==> config.mk <==
export PLATFORM = sky130hd
export DESIGN_NAME = pkt_decode_top
export DESIGN_NICKNAME = d
export VERILOG_FILES = /design/src/logic/cmd_pkg.sv /design/src/logic/cmd_parser.sv /design/src/logic/io_ctrl_exec.sv /design/src/logic/pkt_decode_top.sv /design/src/logic/resp_framer.sv
export SDC_FILE = /design/constraint.sdc
export NUM_CORES = 1
export LEC_CHECK = 0
export BUFFER_PORTS_ARGS = -buffer_cell sky130_fd_sc_hd__buf_2
export CAP_MARGIN = 20
export CORE_UTILIZATION = 40
export DETAILED_ROUTE_END_ITERATION = 12
export GPL_ROUTABILITY_DRIVEN = 1
export PLACE_DENSITY = 0.64
export SLEW_MARGIN = 10
export SYNTH_ARGS = -nofsm -noshare
export SYNTH_HDL_FRONTEND = slang
export SYNTH_SLANG_ARGS = --single-unit
==> constraint.sdc <==
create_clock -name clk -period 4.7 [get_ports clk]
set_input_delay 0.705 -clock clk [delete_from_list [all_inputs] [get_ports clk]]
set_output_delay 0.705 -clock clk [all_outputs]
set_load 0.05 [all_outputs]
==> src/logic/cmd_pkg.sv <==
// Command packet widths, protocol words, beat and message structs, hex conversion
package cmd_pkg;

   //////////////////////////////////////////////////////////////////////
   // Widths
   //////////////////////////////////////////////////////////////////////
   localparam int word_nbit   = 16;
   localparam int io_nbit     = 8;
   localparam int io_data_num = 3;
   localparam int cnt_nbit    = 4;

   //////////////////////////////////////////////////////////////////////
   // Protocol words, two ASCII characters each, first one in the upper byte
   //////////////////////////////////////////////////////////////////////
   localparam logic [7:0] char_cr = 8'h0d;
   localparam logic [7:0] char_lf = 8'h0a;

   localparam logic [word_nbit-1:0] msg_head       = "ST";
   localparam logic [word_nbit-1:0] type_handshake = "00";
   localparam logic [word_nbit-1:0] type_io        = "02";

   localparam logic [word_nbit-1:0] mode_set = "01";
   localparam logic [word_nbit-1:0] mode_exe = "02";
   localparam logic [word_nbit-1:0] mode_sex = "03";
   localparam logic [word_nbit-1:0] mode_rtn = "04";

   localparam logic [word_nbit-1:0] word_pass = "OK";
   localparam logic [word_nbit-1:0] word_fail = "ER";

   // Result codes, 0x for set, 1x for execute, 2x for set and execute
   localparam logic [word_nbit-1:0] code_00 = "00";
   localparam logic [word_nbit-1:0] code_01 = "01";
   localparam logic [word_nbit-1:0] code_02 = "02";
   localparam logic [word_nbit-1:0] code_03 = "03";
   localparam logic [word_nbit-1:0] code_11 = "11";
   localparam logic [word_nbit-1:0] code_12 = "12";
   localparam logic [word_nbit-1:0] code_21 = "21";
   localparam logic [word_nbit-1:0] code_22 = "22";
   localparam logic [word_nbit-1:0] code_23 = "23";

   localparam logic [word_nbit-1:0] word_end = {char_cr, char_lf};

   //////////////////////////////////////////////////////////////////////
   // Stream beats and messages
   //////////////////////////////////////////////////////////////////////
   typedef struct packed {
      logic                 valid;
      logic                 sop;
      logic                 eop;
      logic [word_nbit-1:0] word;
   } rx_beat_t;

   typedef struct packed {
      logic                 valid;
      logic                 eop;
      logic [word_nbit-1:0] word;
   } tx_beat_t;

   // IO bank state, dir 1 means output, mask 1 keeps the old bit
   typedef struct packed {
      logic [io_nbit-1:0] mask;
      logic [io_nbit-1:0] dir;
      logic [io_nbit-1:0] data;
   } io_state_t;

   typedef struct packed {
      logic [word_nbit-1:0] type_w;
      logic [word_nbit-1:0] mode_w;
      logic [word_nbit-1:0] chan_w;
      logic [io_nbit-1:0]   bank;
      io_state_t            payload;
      logic [cnt_nbit-1:0]  cnt;
      logic                 hex_err;
   } cmd_msg_t;

   typedef struct packed {
      logic [word_nbit-1:0] type_w;
      logic [word_nbit-1:0] pf_w;
      logic [word_nbit-1:0] code_w;
      logic [word_nbit-1:0] chan_w;
      io_state_t            state;
      logic                 has_body;
   } resp_t;

   typedef struct packed {
      logic       err;
      logic [3:0] nib;
   } hex_nib_t;

   //////////////////////////////////////////////////////////////////////
   // Hex character conversion
   //////////////////////////////////////////////////////////////////////
   function automatic hex_nib_t hex_to_nibble(input logic [7:0] i_char);
      hex_nib_t   res;
      logic [7:0] val;
      res.err = 1'b0;
      val     = 8'h00;
      if (i_char >= "0" && i_char <= "9")
         val = i_char - "0";
      else if (i_char >= "a" && i_char <= "f")
         val = i_char - ("a" - 8'd10);
      else if (i_char >= "A" && i_char <= "F")
         val = i_char - ("A" - 8'd10);
      else
         res.err = 1'b1;
      res.nib = val[3:0];
      return res;
   endfunction

   // Uppercase letters only on the way out
   function automatic logic [7:0] nibble_to_hex(input logic [3:0] i_nib);
      if (i_nib < 4'd10)
         return 8'h30 + {4'h0, i_nib};
      return 8'h37 + {4'h0, i_nib};
   endfunction

endpackage

==> src/logic/cmd_parser.sv <==
// Command parser FSM, turns the ASCII word stream into one decoded message per packet
`timescale 1ns/1ps

module cmd_parser (
   input  logic                clk,
   input  logic                i_arst_n,
   input  cmd_pkg::rx_beat_t   i_rx,
   output cmd_pkg::cmd_msg_t   o_msg,
   output logic                o_msg_vd
);

   typedef enum logic [2:0] {
      st_idle,
      st_head,
      st_type,
      st_mode,
      st_chan,
      st_data,
      st_end
   } parse_st_t;

   parse_st_t          state;
   cmd_pkg::cmd_msg_t  msg_q;
   cmd_pkg::hex_nib_t  nib_hi;
   cmd_pkg::hex_nib_t  nib_lo;
   logic [7:0]         rx_byte;
   logic               rx_hex_err;
   logic               rx_is_end;
   logic               eop_counts;

   //////////////////////////////////////////////////////////////////////
   // Per-word decode
   //////////////////////////////////////////////////////////////////////
   always_comb begin
      nib_hi     = cmd_pkg::hex_to_nibble(i_rx.word[15:8]);
      nib_lo     = cmd_pkg::hex_to_nibble(i_rx.word[7:0]);
      rx_byte    = {nib_hi.nib, nib_lo.nib};
      rx_hex_err = nib_hi.err | nib_lo.err;
   end

   // End word is recognised by its first character alone
   assign rx_is_end = (i_rx.word[15:8] == cmd_pkg::char_cr) ||
                      (i_rx.word[15:8] == cmd_pkg::char_lf);

   // eop closes a message once the type is known
   assign eop_counts = (state == st_mode) || (state == st_chan) ||
                       (state == st_data) || (state == st_end);

   //////////////////////////////////////////////////////////////////////
   // Field walk
   //////////////////////////////////////////////////////////////////////
   always_ff @(posedge clk or negedge i_arst_n) begin
      if (!i_arst_n) begin
         state    <= st_idle;
         msg_q    <= '0;
         o_msg_vd <= 1'b0;
      end else begin
         o_msg_vd <= 1'b0;
         if (i_rx.sop) begin
            // New packet, fields start from zero
            msg_q <= '0;
            if (i_rx.valid && i_rx.word == cmd_pkg::msg_head)
               state <= st_type;
            else
               state <= st_head;
         end else begin
            case (state)
               st_head: begin
                  if (i_rx.valid && i_rx.word == cmd_pkg::msg_head)
                     state <= st_type;
               end
               st_type: begin
                  if (i_rx.valid) begin
                     msg_q.type_w <= i_rx.word;
                     state        <= st_mode;
                  end
               end
               st_mode: begin
                  if (i_rx.valid) begin
                     if (rx_is_end) begin
                        state <= st_end;
                     end else begin
                        msg_q.mode_w <= i_rx.word;
                        state        <= st_chan;
                     end
                  end
               end
               st_chan: begin
                  if (i_rx.valid) begin
                     if (rx_is_end) begin
                        state <= st_end;
                     end else begin
                        msg_q.chan_w  <= i_rx.word;
                        msg_q.bank    <= rx_byte;
                        msg_q.hex_err <= msg_q.hex_err | rx_hex_err;
                        state         <= st_data;
                     end
                  end
               end
               st_data: begin
                  if (i_rx.valid) begin
                     if (rx_is_end) begin
                        state <= st_end;
                     end else begin
                        // Oldest byte ends up in the mask field
                        msg_q.payload <= {msg_q.payload[2*cmd_pkg::io_nbit-1:0], rx_byte};
                        msg_q.hex_err <= msg_q.hex_err | rx_hex_err;
                        if (msg_q.cnt != '1)
                           msg_q.cnt <= msg_q.cnt + 1'b1;
                     end
                  end
               end
               default: ;
            endcase
            if (i_rx.eop) begin
               o_msg_vd <= eop_counts;
               state    <= st_idle;
            end
         end
      end
   end

   assign o_msg = msg_q;

endmodule

==> src/logic/io_ctrl_exec.sv <==
// IO control executor, mode and length checks, IO state update, port drive, response info
`timescale 1ns/1ps

module io_ctrl_exec (
   input  logic                          clk,
   input  logic                          i_arst_n,
   input  cmd_pkg::cmd_msg_t             i_msg,
   input  logic                          i_msg_vd,
   input  logic [cmd_pkg::io_nbit-1:0]   i_io_db,
   output logic [cmd_pkg::io_nbit-1:0]   o_io_dir,
   output logic [cmd_pkg::io_nbit-1:0]   o_io_db,
   output logic [cmd_pkg::io_nbit-1:0]   o_io_bank,
   output cmd_pkg::resp_t                o_resp,
   output logic                          o_resp_start
);

   logic                              dec_go;
   logic                              dec_set;
   logic                              dec_exe;
   logic                              dec_body;
   logic [cmd_pkg::word_nbit-1:0]     dec_pf;
   logic [cmd_pkg::word_nbit-1:0]     dec_code;
   logic                              go_q;
   logic                              set_q;
   logic                              exe_q;
   logic                              body_q;
   logic [cmd_pkg::word_nbit-1:0]     pf_q;
   logic [cmd_pkg::word_nbit-1:0]     code_q;
   logic [cmd_pkg::word_nbit-1:0]     type_q;
   logic [cmd_pkg::word_nbit-1:0]     chan_q;
   logic [cmd_pkg::io_nbit-1:0]       bank_q;
   cmd_pkg::io_state_t                pay_q;
   cmd_pkg::io_state_t                st_q;
   cmd_pkg::io_state_t                st_new;
   logic                              cnt_full;
   logic                              cnt_zero;

   assign cnt_full = (i_msg.cnt == cmd_pkg::cnt_nbit'(cmd_pkg::io_data_num));
   assign cnt_zero = (i_msg.cnt == '0);

   //////////////////////////////////////////////////////////////////////
   // Result table
   //////////////////////////////////////////////////////////////////////
   always_comb begin
      dec_go   = 1'b0;
      dec_set  = 1'b0;
      dec_exe  = 1'b0;
      dec_body = 1'b0;
      dec_pf   = cmd_pkg::word_fail;
      dec_code = cmd_pkg::code_00;
      case (i_msg.type_w)
         cmd_pkg::type_handshake: begin
            dec_go   = 1'b1;
            dec_pf   = cmd_pkg::word_pass;
            dec_code = cmd_pkg::code_01;
         end
         cmd_pkg::type_io: begin
            dec_go   = 1'b1;
            dec_body = 1'b1;
            case (i_msg.mode_w)
               cmd_pkg::mode_set: begin
                  if (!cnt_full) begin
                     dec_code = cmd_pkg::code_02;
                  end else if (i_msg.hex_err) begin
                     dec_code = cmd_pkg::code_03;
                  end else begin
                     dec_pf   = cmd_pkg::word_pass;
                     dec_code = cmd_pkg::code_01;
                     dec_set  = 1'b1;
                  end
               end
               cmd_pkg::mode_exe: begin
                  if (cnt_zero) begin
                     dec_pf   = cmd_pkg::word_pass;
                     dec_code = cmd_pkg::code_11;
                     dec_exe  = 1'b1;
                  end else begin
                     dec_code = cmd_pkg::code_12;
                  end
               end
               cmd_pkg::mode_sex: begin
                  if (!cnt_full) begin
                     dec_code = cmd_pkg::code_22;
                  end else if (i_msg.hex_err) begin
                     dec_code = cmd_pkg::code_23;
                  end else begin
                     dec_pf   = cmd_pkg::word_pass;
                     dec_code = cmd_pkg::code_21;
                     dec_set  = 1'b1;
                     dec_exe  = 1'b1;
                  end
               end
               cmd_pkg::mode_rtn: begin
                  dec_pf   = i_msg.hex_err ? cmd_pkg::word_fail : cmd_pkg::word_pass;
                  dec_code = i_msg.hex_err ? cmd_pkg::code_23 : cmd_pkg::code_21;
               end
               default: ;
            endcase
         end
         default: ;
      endcase
   end

   // Decision and payload held until the next message
   always_ff @(posedge clk) begin
      if (i_msg_vd) begin
         set_q  <= dec_set;
         exe_q  <= dec_exe;
         body_q <= dec_body;
         pf_q   <= dec_pf;
         code_q <= dec_code;
         type_q <= i_msg.type_w;
         chan_q <= i_msg.chan_w;
         bank_q <= i_msg.bank;
         pay_q  <= i_msg.payload;
      end
   end

   //////////////////////////////////////////////////////////////////////
   // State merge and port drive
   //////////////////////////////////////////////////////////////////////
   // Masked bits hold, unmasked inputs sample the pins
   assign st_new.mask = pay_q.mask;
   assign st_new.dir  = (pay_q.mask & st_q.dir) | (~pay_q.mask & pay_q.dir);
   assign st_new.data = (pay_q.mask & st_q.data) |
                        (~pay_q.mask & ((st_new.dir & pay_q.data) | (~st_new.dir & i_io_db)));

   always_ff @(posedge clk or negedge i_arst_n) begin
      if (!i_arst_n) begin
         go_q         <= 1'b0;
         o_resp_start <= 1'b0;
         st_q         <= '0;
         o_io_dir     <= '0;
         o_io_db      <= '0;
         o_io_bank    <= '0;
      end else begin
         go_q         <= i_msg_vd & dec_go;
         o_resp_start <= go_q;
         if (go_q && set_q)
            st_q <= st_new;
         if (go_q && exe_q) begin
            o_io_dir  <= set_q ? st_new.dir : st_q.dir;
            o_io_db   <= set_q ? st_new.data : st_q.data;
            o_io_bank <= bank_q;
         end
      end
   end

   // State field reads the stored value, already updated when start is seen
   assign o_resp = '{type_w: type_q, pf_w: pf_q, code_w: code_q, chan_w: chan_q,
                     state: st_q, has_body: body_q};

endmodule

==> src/logic/pkt_decode_top.sv <==
// Packet decoder top, parser to IO executor to response framer
`timescale 1ns/1ps

module pkt_decode_top (
   input  logic                          clk,
   input  logic                          i_arst_n,
   input  cmd_pkg::rx_beat_t             i_rx,
   output cmd_pkg::tx_beat_t             o_tx,
   input  logic [cmd_pkg::io_nbit-1:0]   i_io_db,
   output logic [cmd_pkg::io_nbit-1:0]   o_io_dir,
   output logic [cmd_pkg::io_nbit-1:0]   o_io_db,
   output logic [cmd_pkg::io_nbit-1:0]   o_io_bank
);

   cmd_pkg::cmd_msg_t  msg;
   logic               msg_vd;
   cmd_pkg::resp_t     resp;
   logic               resp_start;

   cmd_parser u_cmd_parser (
      .clk      (clk),
      .i_arst_n (i_arst_n),
      .i_rx     (i_rx),
      .o_msg    (msg),
      .o_msg_vd (msg_vd)
   );

   io_ctrl_exec u_io_ctrl_exec (
      .clk          (clk),
      .i_arst_n     (i_arst_n),
      .i_msg        (msg),
      .i_msg_vd     (msg_vd),
      .i_io_db      (i_io_db),
      .o_io_dir     (o_io_dir),
      .o_io_db      (o_io_db),
      .o_io_bank    (o_io_bank),
      .o_resp       (resp),
      .o_resp_start (resp_start)
   );

   resp_framer u_resp_framer (
      .clk          (clk),
      .i_arst_n     (i_arst_n),
      .i_resp       (resp),
      .i_resp_start (resp_start),
      .o_tx         (o_tx)
   );

endmodule

==> src/logic/resp_framer.sv <==
// Response framer, serializes the response descriptor into ASCII words
`timescale 1ns/1ps

module resp_framer (
   input  logic              clk,
   input  logic              i_arst_n,
   input  cmd_pkg::resp_t    i_resp,
   input  logic              i_resp_start,
   output cmd_pkg::tx_beat_t o_tx
);

   // Word order on the wire, the body words exist for IO responses only
   typedef enum logic [3:0] {
      wd_head,
      wd_type,
      wd_pf,
      wd_code,
      wd_chan,
      wd_mask,
      wd_dir,
      wd_data,
      wd_end
   } word_sel_t;

   cmd_pkg::resp_t                 resp_q;
   word_sel_t                      sel;
   logic                           busy;
   logic                           take;
   logic                           last;
   logic [cmd_pkg::io_nbit-1:0]    hex_byte;
   logic [cmd_pkg::word_nbit-1:0]  next_word;
   logic                           tx_vd;
   logic                           tx_eop;
   logic [cmd_pkg::word_nbit-1:0]  tx_word;

   // Start while busy is lost
   assign take = i_resp_start & ~busy;
   assign last = (sel == wd_end) || (sel == wd_code && !resp_q.has_body);

   //////////////////////////////////////////////////////////////////////
   // Word select
   //////////////////////////////////////////////////////////////////////
   always_comb begin
      case (sel)
         wd_dir:  hex_byte = resp_q.state.dir;
         wd_data: hex_byte = resp_q.state.data;
         default: hex_byte = resp_q.state.mask;
      endcase
      case (sel)
         wd_head: next_word = cmd_pkg::msg_head;
         wd_type: next_word = resp_q.type_w;
         wd_pf:   next_word = resp_q.pf_w;
         wd_code: next_word = resp_q.code_w;
         wd_chan: next_word = resp_q.chan_w;
         wd_mask, wd_dir, wd_data: begin
            next_word = {cmd_pkg::nibble_to_hex(hex_byte[7:4]),
                         cmd_pkg::nibble_to_hex(hex_byte[3:0])};
         end
         default: next_word = cmd_pkg::word_end;
      endcase
   end

   // Descriptor latch and word register
   always_ff @(posedge clk) begin
      if (take) begin
         resp_q  <= i_resp;
         tx_word <= cmd_pkg::msg_head;
      end else if (busy) begin
         tx_word <= next_word;
      end
   end

   //////////////////////////////////////////////////////////////////////
   // Sequencer
   //////////////////////////////////////////////////////////////////////
   always_ff @(posedge clk or negedge i_arst_n) begin
      if (!i_arst_n) begin
         busy   <= 1'b0;
         sel    <= wd_head;
         tx_vd  <= 1'b0;
         tx_eop <= 1'b0;
      end else begin
         tx_vd  <= take | busy;
         tx_eop <= busy & last;
         if (take) begin
            // Head leaves together with the latch
            busy <= 1'b1;
            sel  <= wd_type;
         end else if (busy) begin
            if (last) begin
               busy <= 1'b0;
               sel  <= wd_head;
            end else begin
               sel  <= word_sel_t'(sel + 1'b1);
            end
         end
      end
   end

   assign o_tx = '{valid: tx_vd, eop: tx_eop, word: tx_word};

endmodule

==> impl.org <==
** Status
- Outcome :: finished clean

** CTS
- Once the clock tree was built, the resizer swapped 0 gates to a different size.
- Total number of clock tree sinks :: 298
- TritonCTS buffer count :: 30
- No sink is reached through more buffers than the 3 on the longest clock path.
- Clock slew seen by the registers of the worst setup and hold paths :: 0.06 ns
- Clock root buffer :: clkbuf_16
- TritonCTS clock tree :: built
- Post-CTS setup repair buffer count :: 0
- Deepest level of the CTS H-tree :: 1
- Clock latency on the worst-skew pair, taken at its later pin, is 0.55 ns.
- CTS Hold Bufs :: 0

** Logic synthesis
- Yosys mapped a number of flops with a built-in enable equal to 136.
- The number of nets in the synthesized netlist is 1078.
- Mean Syn Cell Area :: 12.03 um^2
- Sequential element share of the synthesized area :: 0.6482
- Counting flops and latches in the post-synthesis netlist gives 298.
- Number of distinct standard cells referenced by the synthesized netlist :: 79
- In the synthesized netlist the async set-or-reset flop fraction comes to 0.4899.
- The mapped netlist covers 0.01243 mm^2.
- The most used flip-flop cell after synthesis is dfrtp_1.
- After technology mapping, the gate count stands at 1033.
- Yosys printed 0 warnings.

** Setup path
- Walking the worst path, the cells encountered are inv_1 > ha_1 > nor2_1 > o21ai_0 > nand4_1 > or3_1 > a31oi_1.
- WP data required :: 5.17 ns
- Maximum fanout along the worst path :: 19
- Signal arrival time at the worst endpoint :: 3.36 ns
- Critical path buffers and inverters :: 1
- The setup path with the least slack is of type reg2reg.
- Worst Setup Start Kind :: flip-flop
- The largest single stage delay on the critical path is 0.69 ns.
- Broken down by cell family, the worst path's largest delay share belongs to simple AND/OR/NAND/NOR gates.
- Worst-path cell with the longest stage delay :: ha_1
- STA classifies the critical path endpoint as a flip-flop.

** Finish
- FF+latch area :: 0.008059 mm^2
- 0 antenna diodes ended up in the layout.
- The multi-input combinational cells in the finished layout cover a total of 0.004066 mm^2.
- The final layout contains 1139 nets.
- The finished layout holds 1514 standard cells, fillers aside.
- The filler cells instantiated in the layout total 2783.
- Area of all placed cells without fillers :: 0.01415 mm^2
- In the final layout, the share of cells above drive strength 1 is 0.1583.
- Final standard cell utilization of the core :: 0.4625
- Synth-to-layout area growth :: 13.82%

** Route
- The first TritonRoute pass finished after 9 iterations.
- Count of unresolved DRC violations after routing :: 0
- In the final routed layout, each cell accounts on average for 18.26 um.
- The count of nets left with antenna violations once routing finished came out at 0.
- Dividing the detail-routed via count by the number of cells gives 5.250.
- Detailed routing inserted a total of 7949 vias.
- Iteration-0 DRC Markers :: 680
- Wires add up to 27650 um.

** STA
- The worst path in the final design needs a cycle of 2.893 ns, including I/O delays and setup.
- Fin. max-slew vios :: 0
- Setup violations remaining at the end of the flow were counted as 0.
- Setup TNS Final :: 0 ns
- Worst Clk Skew :: 0.01703 ns
- Max-slew headroom :: 0.3283
- The final-report hold violation count came to 0.
- Slew at the pin with the worst max-slew slack :: 1.008 ns
- Static timing analysis puts the maximum clock frequency at 0.3456 GHz.
- Worst Hold Margin :: 0.2206 ns
- Of the available clock period, the critical path in the final layout requires 0.6156.
- RSZ-0062 raised after global routing :: no

** Global routing
- Entering global routing, the biggest net connects 90 pins.
- After global routing the overflow that remains totals 0.
- Wire length of the first global-routing pass :: 44530 um
- The via count of the first global-routing pass was 7946.
- For this run, the total global-route usage over all layers was measured as 0.1795.
- Initial antenna violation count :: 0

** Pwr
- Maximum VDD drop :: 0.2930 mV
- Fraction of power consumed by the clock network :: 0.454
- For this design the ratio of total power to cell area is 377.1 mW/mm^2.
- Power Internal :: 4.249 mW
- Relative contribution of combinational cells to total power :: 0.030
- The share of total power dissipated in sequential elements is 0.515.
- Leakage power summed over all cells :: 5.623 nW
- Switching power share of the total :: 0.2035
- Summed over all nets, the switching power comes to 1.086 mW.

** Flow run
- The tool flagged a number of max-cap violations equal to 0.

** Place
- Number of port buffers :: 70
- Routability-driven placement finished with a final weighted congestion of 0.9435.
- The number of placed instances, taps included, is 1457.
- Placement Cell Area :: 0.01312 mm^2
- Final HPWL DP :: 18620 um

** Die
- Die boundary height :: 178.3 um
- The floorplan step defined a die boundary enclosing 0.03179 mm^2.
- I/O pin count :: 71
- In this run the horizontal extent of the chip is 178.3 um.
- Standard cell core area :: 0.03059 mm^2
- After floorplanning, the core was divided into 64 placement rows.
- For this configuration, the core starts out at a cell density of 0.4064.

** Min path
- Worst hold-check path type :: in2async
## worst paths after layout
check	slack [ns]	from	cells after the start	endpoint
min in group clk	0.42	u_io_ctrl_exec.type_q[7]	0	u_resp_framer.resp_q[80]
setup / recovery	1.81	u_resp_framer.sel[0]	7	u_resp_framer.tx_word[3]
hold reg to reg	0.42	u_io_ctrl_exec.type_q[7]	0	u_resp_framer.resp_q[80]
max in group asynchronous	3.62	i_arst_n	2	u_cmd_parser.o_msg[23]
hold / removal	0.22	i_arst_n	1	u_io_ctrl_exec.o_resp[12]
setup reg to reg	1.81	u_resp_framer.sel[0]	7	u_resp_framer.tx_word[3]
## cell usage after synthesis (14+ instances only)
master    number  share of area
a211oi_1      15         0.0091
a21oi_1       84          0.034
clkbuf_1      30         0.0091
dfrtp_1      146           0.29
dfxtp_1       16          0.026
edfxtp_1     136           0.33
ha_1          16          0.016
inv_1         18         0.0054
mux2_2        27          0.024
mux2i_1       37          0.030
nand2_1      156          0.047
nand2b_1      14         0.0070
nor2_1        80          0.024
nor2b_1       14         0.0070
o21ai_0       51          0.021
## stage by stage
stage | total power, mW | setup slack, ns
6_report | 5.335 | 1.807
5_1_grt | 5.500 | 1.526
4_1_cts | 5.386 | 1.769
3_5_place_dp | 2.964 | 1.477
3_3_place_gp | 2.962 | 1.564
2_1_floorplan | 2.880 | 0.7880
## area by class of cell
| cell class | count | share of cell area |
|---|---|---|
| Tap cell | 396 | 0.03502 |
| Timing Repair Buffer | 80 | 0.03104 |
| Multi-Input combinational cell | 664 | 0.2874 |
| Clock inverter | 12 | 0.01123 |
| Inverter | 20 | 0.005306 |
| Sequential cell | 298 | 0.5696 |
| Clock buffer | 44 | 0.06040 |
## logic make-up after synthesis
| logic type | after synthesis | synth area share |
|---|---|---|
| adders and majority gates | 16 | 0.01610 |
| and+or+nand+nor | 331 | 0.1233 |
| AOI/OAI and AO/OA | 248 | 0.1281 |
| muxes | 65 | 0.05546 |
| buffers and inverters | 71 | 0.02597 |
| xor gates and xnor gates | 4 | 0.002819 |
| DFF | 298 | 0.6482 |
## sequential cells by signal, indices dropped and copies added (netlist names), 2 cells and up
name and count:
u_io_ctrl_exec.pf_q 2, u_io_ctrl_exec.o_io_dir 8, u_io_ctrl_exec.code_q 4, u_io_ctrl_exec.o_io_db 8, u_io_ctrl_exec.o_io_bank 8, u_resp_framer.tx_word 16, u_resp_framer.sel 4, u_io_ctrl_exec.chan_q 16
u_cmd_parser.state 3, u_io_ctrl_exec.type_q 16, u_io_ctrl_exec.o_resp 24, u_resp_framer.resp_q 63, u_io_ctrl_exec.pay_q 24, u_io_ctrl_exec.bank_q 8, u_cmd_parser.o_msg 85
## power groups by stage
stage / clock, mW / combinational, mW / sequential, mW
2_1_floorplan: 0 / 0.0850 / 2.79
3_3_place_gp: 0 / 0.162 / 2.80
3_5_place_dp: 0 / 0.163 / 2.80
4_1_cts: 2.47 / 0.164 / 2.75
5_1_grt: 2.57 / 0.181 / 2.75
6_report: 2.42 / 0.162 / 2.75
## layout by cell type (no fill, tap or decap), types with 8 or more instances in the layout
| master | count |
|---|---|
| a21oi_1 | 84 |
| a21oi_2 | 10 |
| clkbuf_16 | 31 |
| nor2_1 | 79 |
| nand3_1 | 10 |
| buf_2 | 69 |
| a22oi_1 | 13 |
| clkbuf_1 | 10 |
| nand2b_1 | 14 |
| dfrtp_1 | 145 |
| mux2i_1 | 37 |
| buf_4 | 9 |
| o21ai_0 | 51 |
| inv_1 | 18 |
| a31oi_1 | 8 |
| a21o_1 | 9 |
| dfxtp_1 | 16 |
| nor2b_1 | 14 |
| and2_1 | 8 |
| mux2_2 | 27 |
| edfxtp_1 | 136 |
| nand2_1 | 156 |
| ha_1 | 16 |
| a211oi_1 | 15 |
## metal layers
metal	vias to the layer above	share of wire	GRT usage
li1	3854	-	-
met1	3854	0.47	0.2654
met2	207	0.46	0.2797
met3	34	0.045	0.02217
met4	0	0.021	0.04590
met5	-	0	0
No activity file was read; power rests on OpenSTA's default activity.
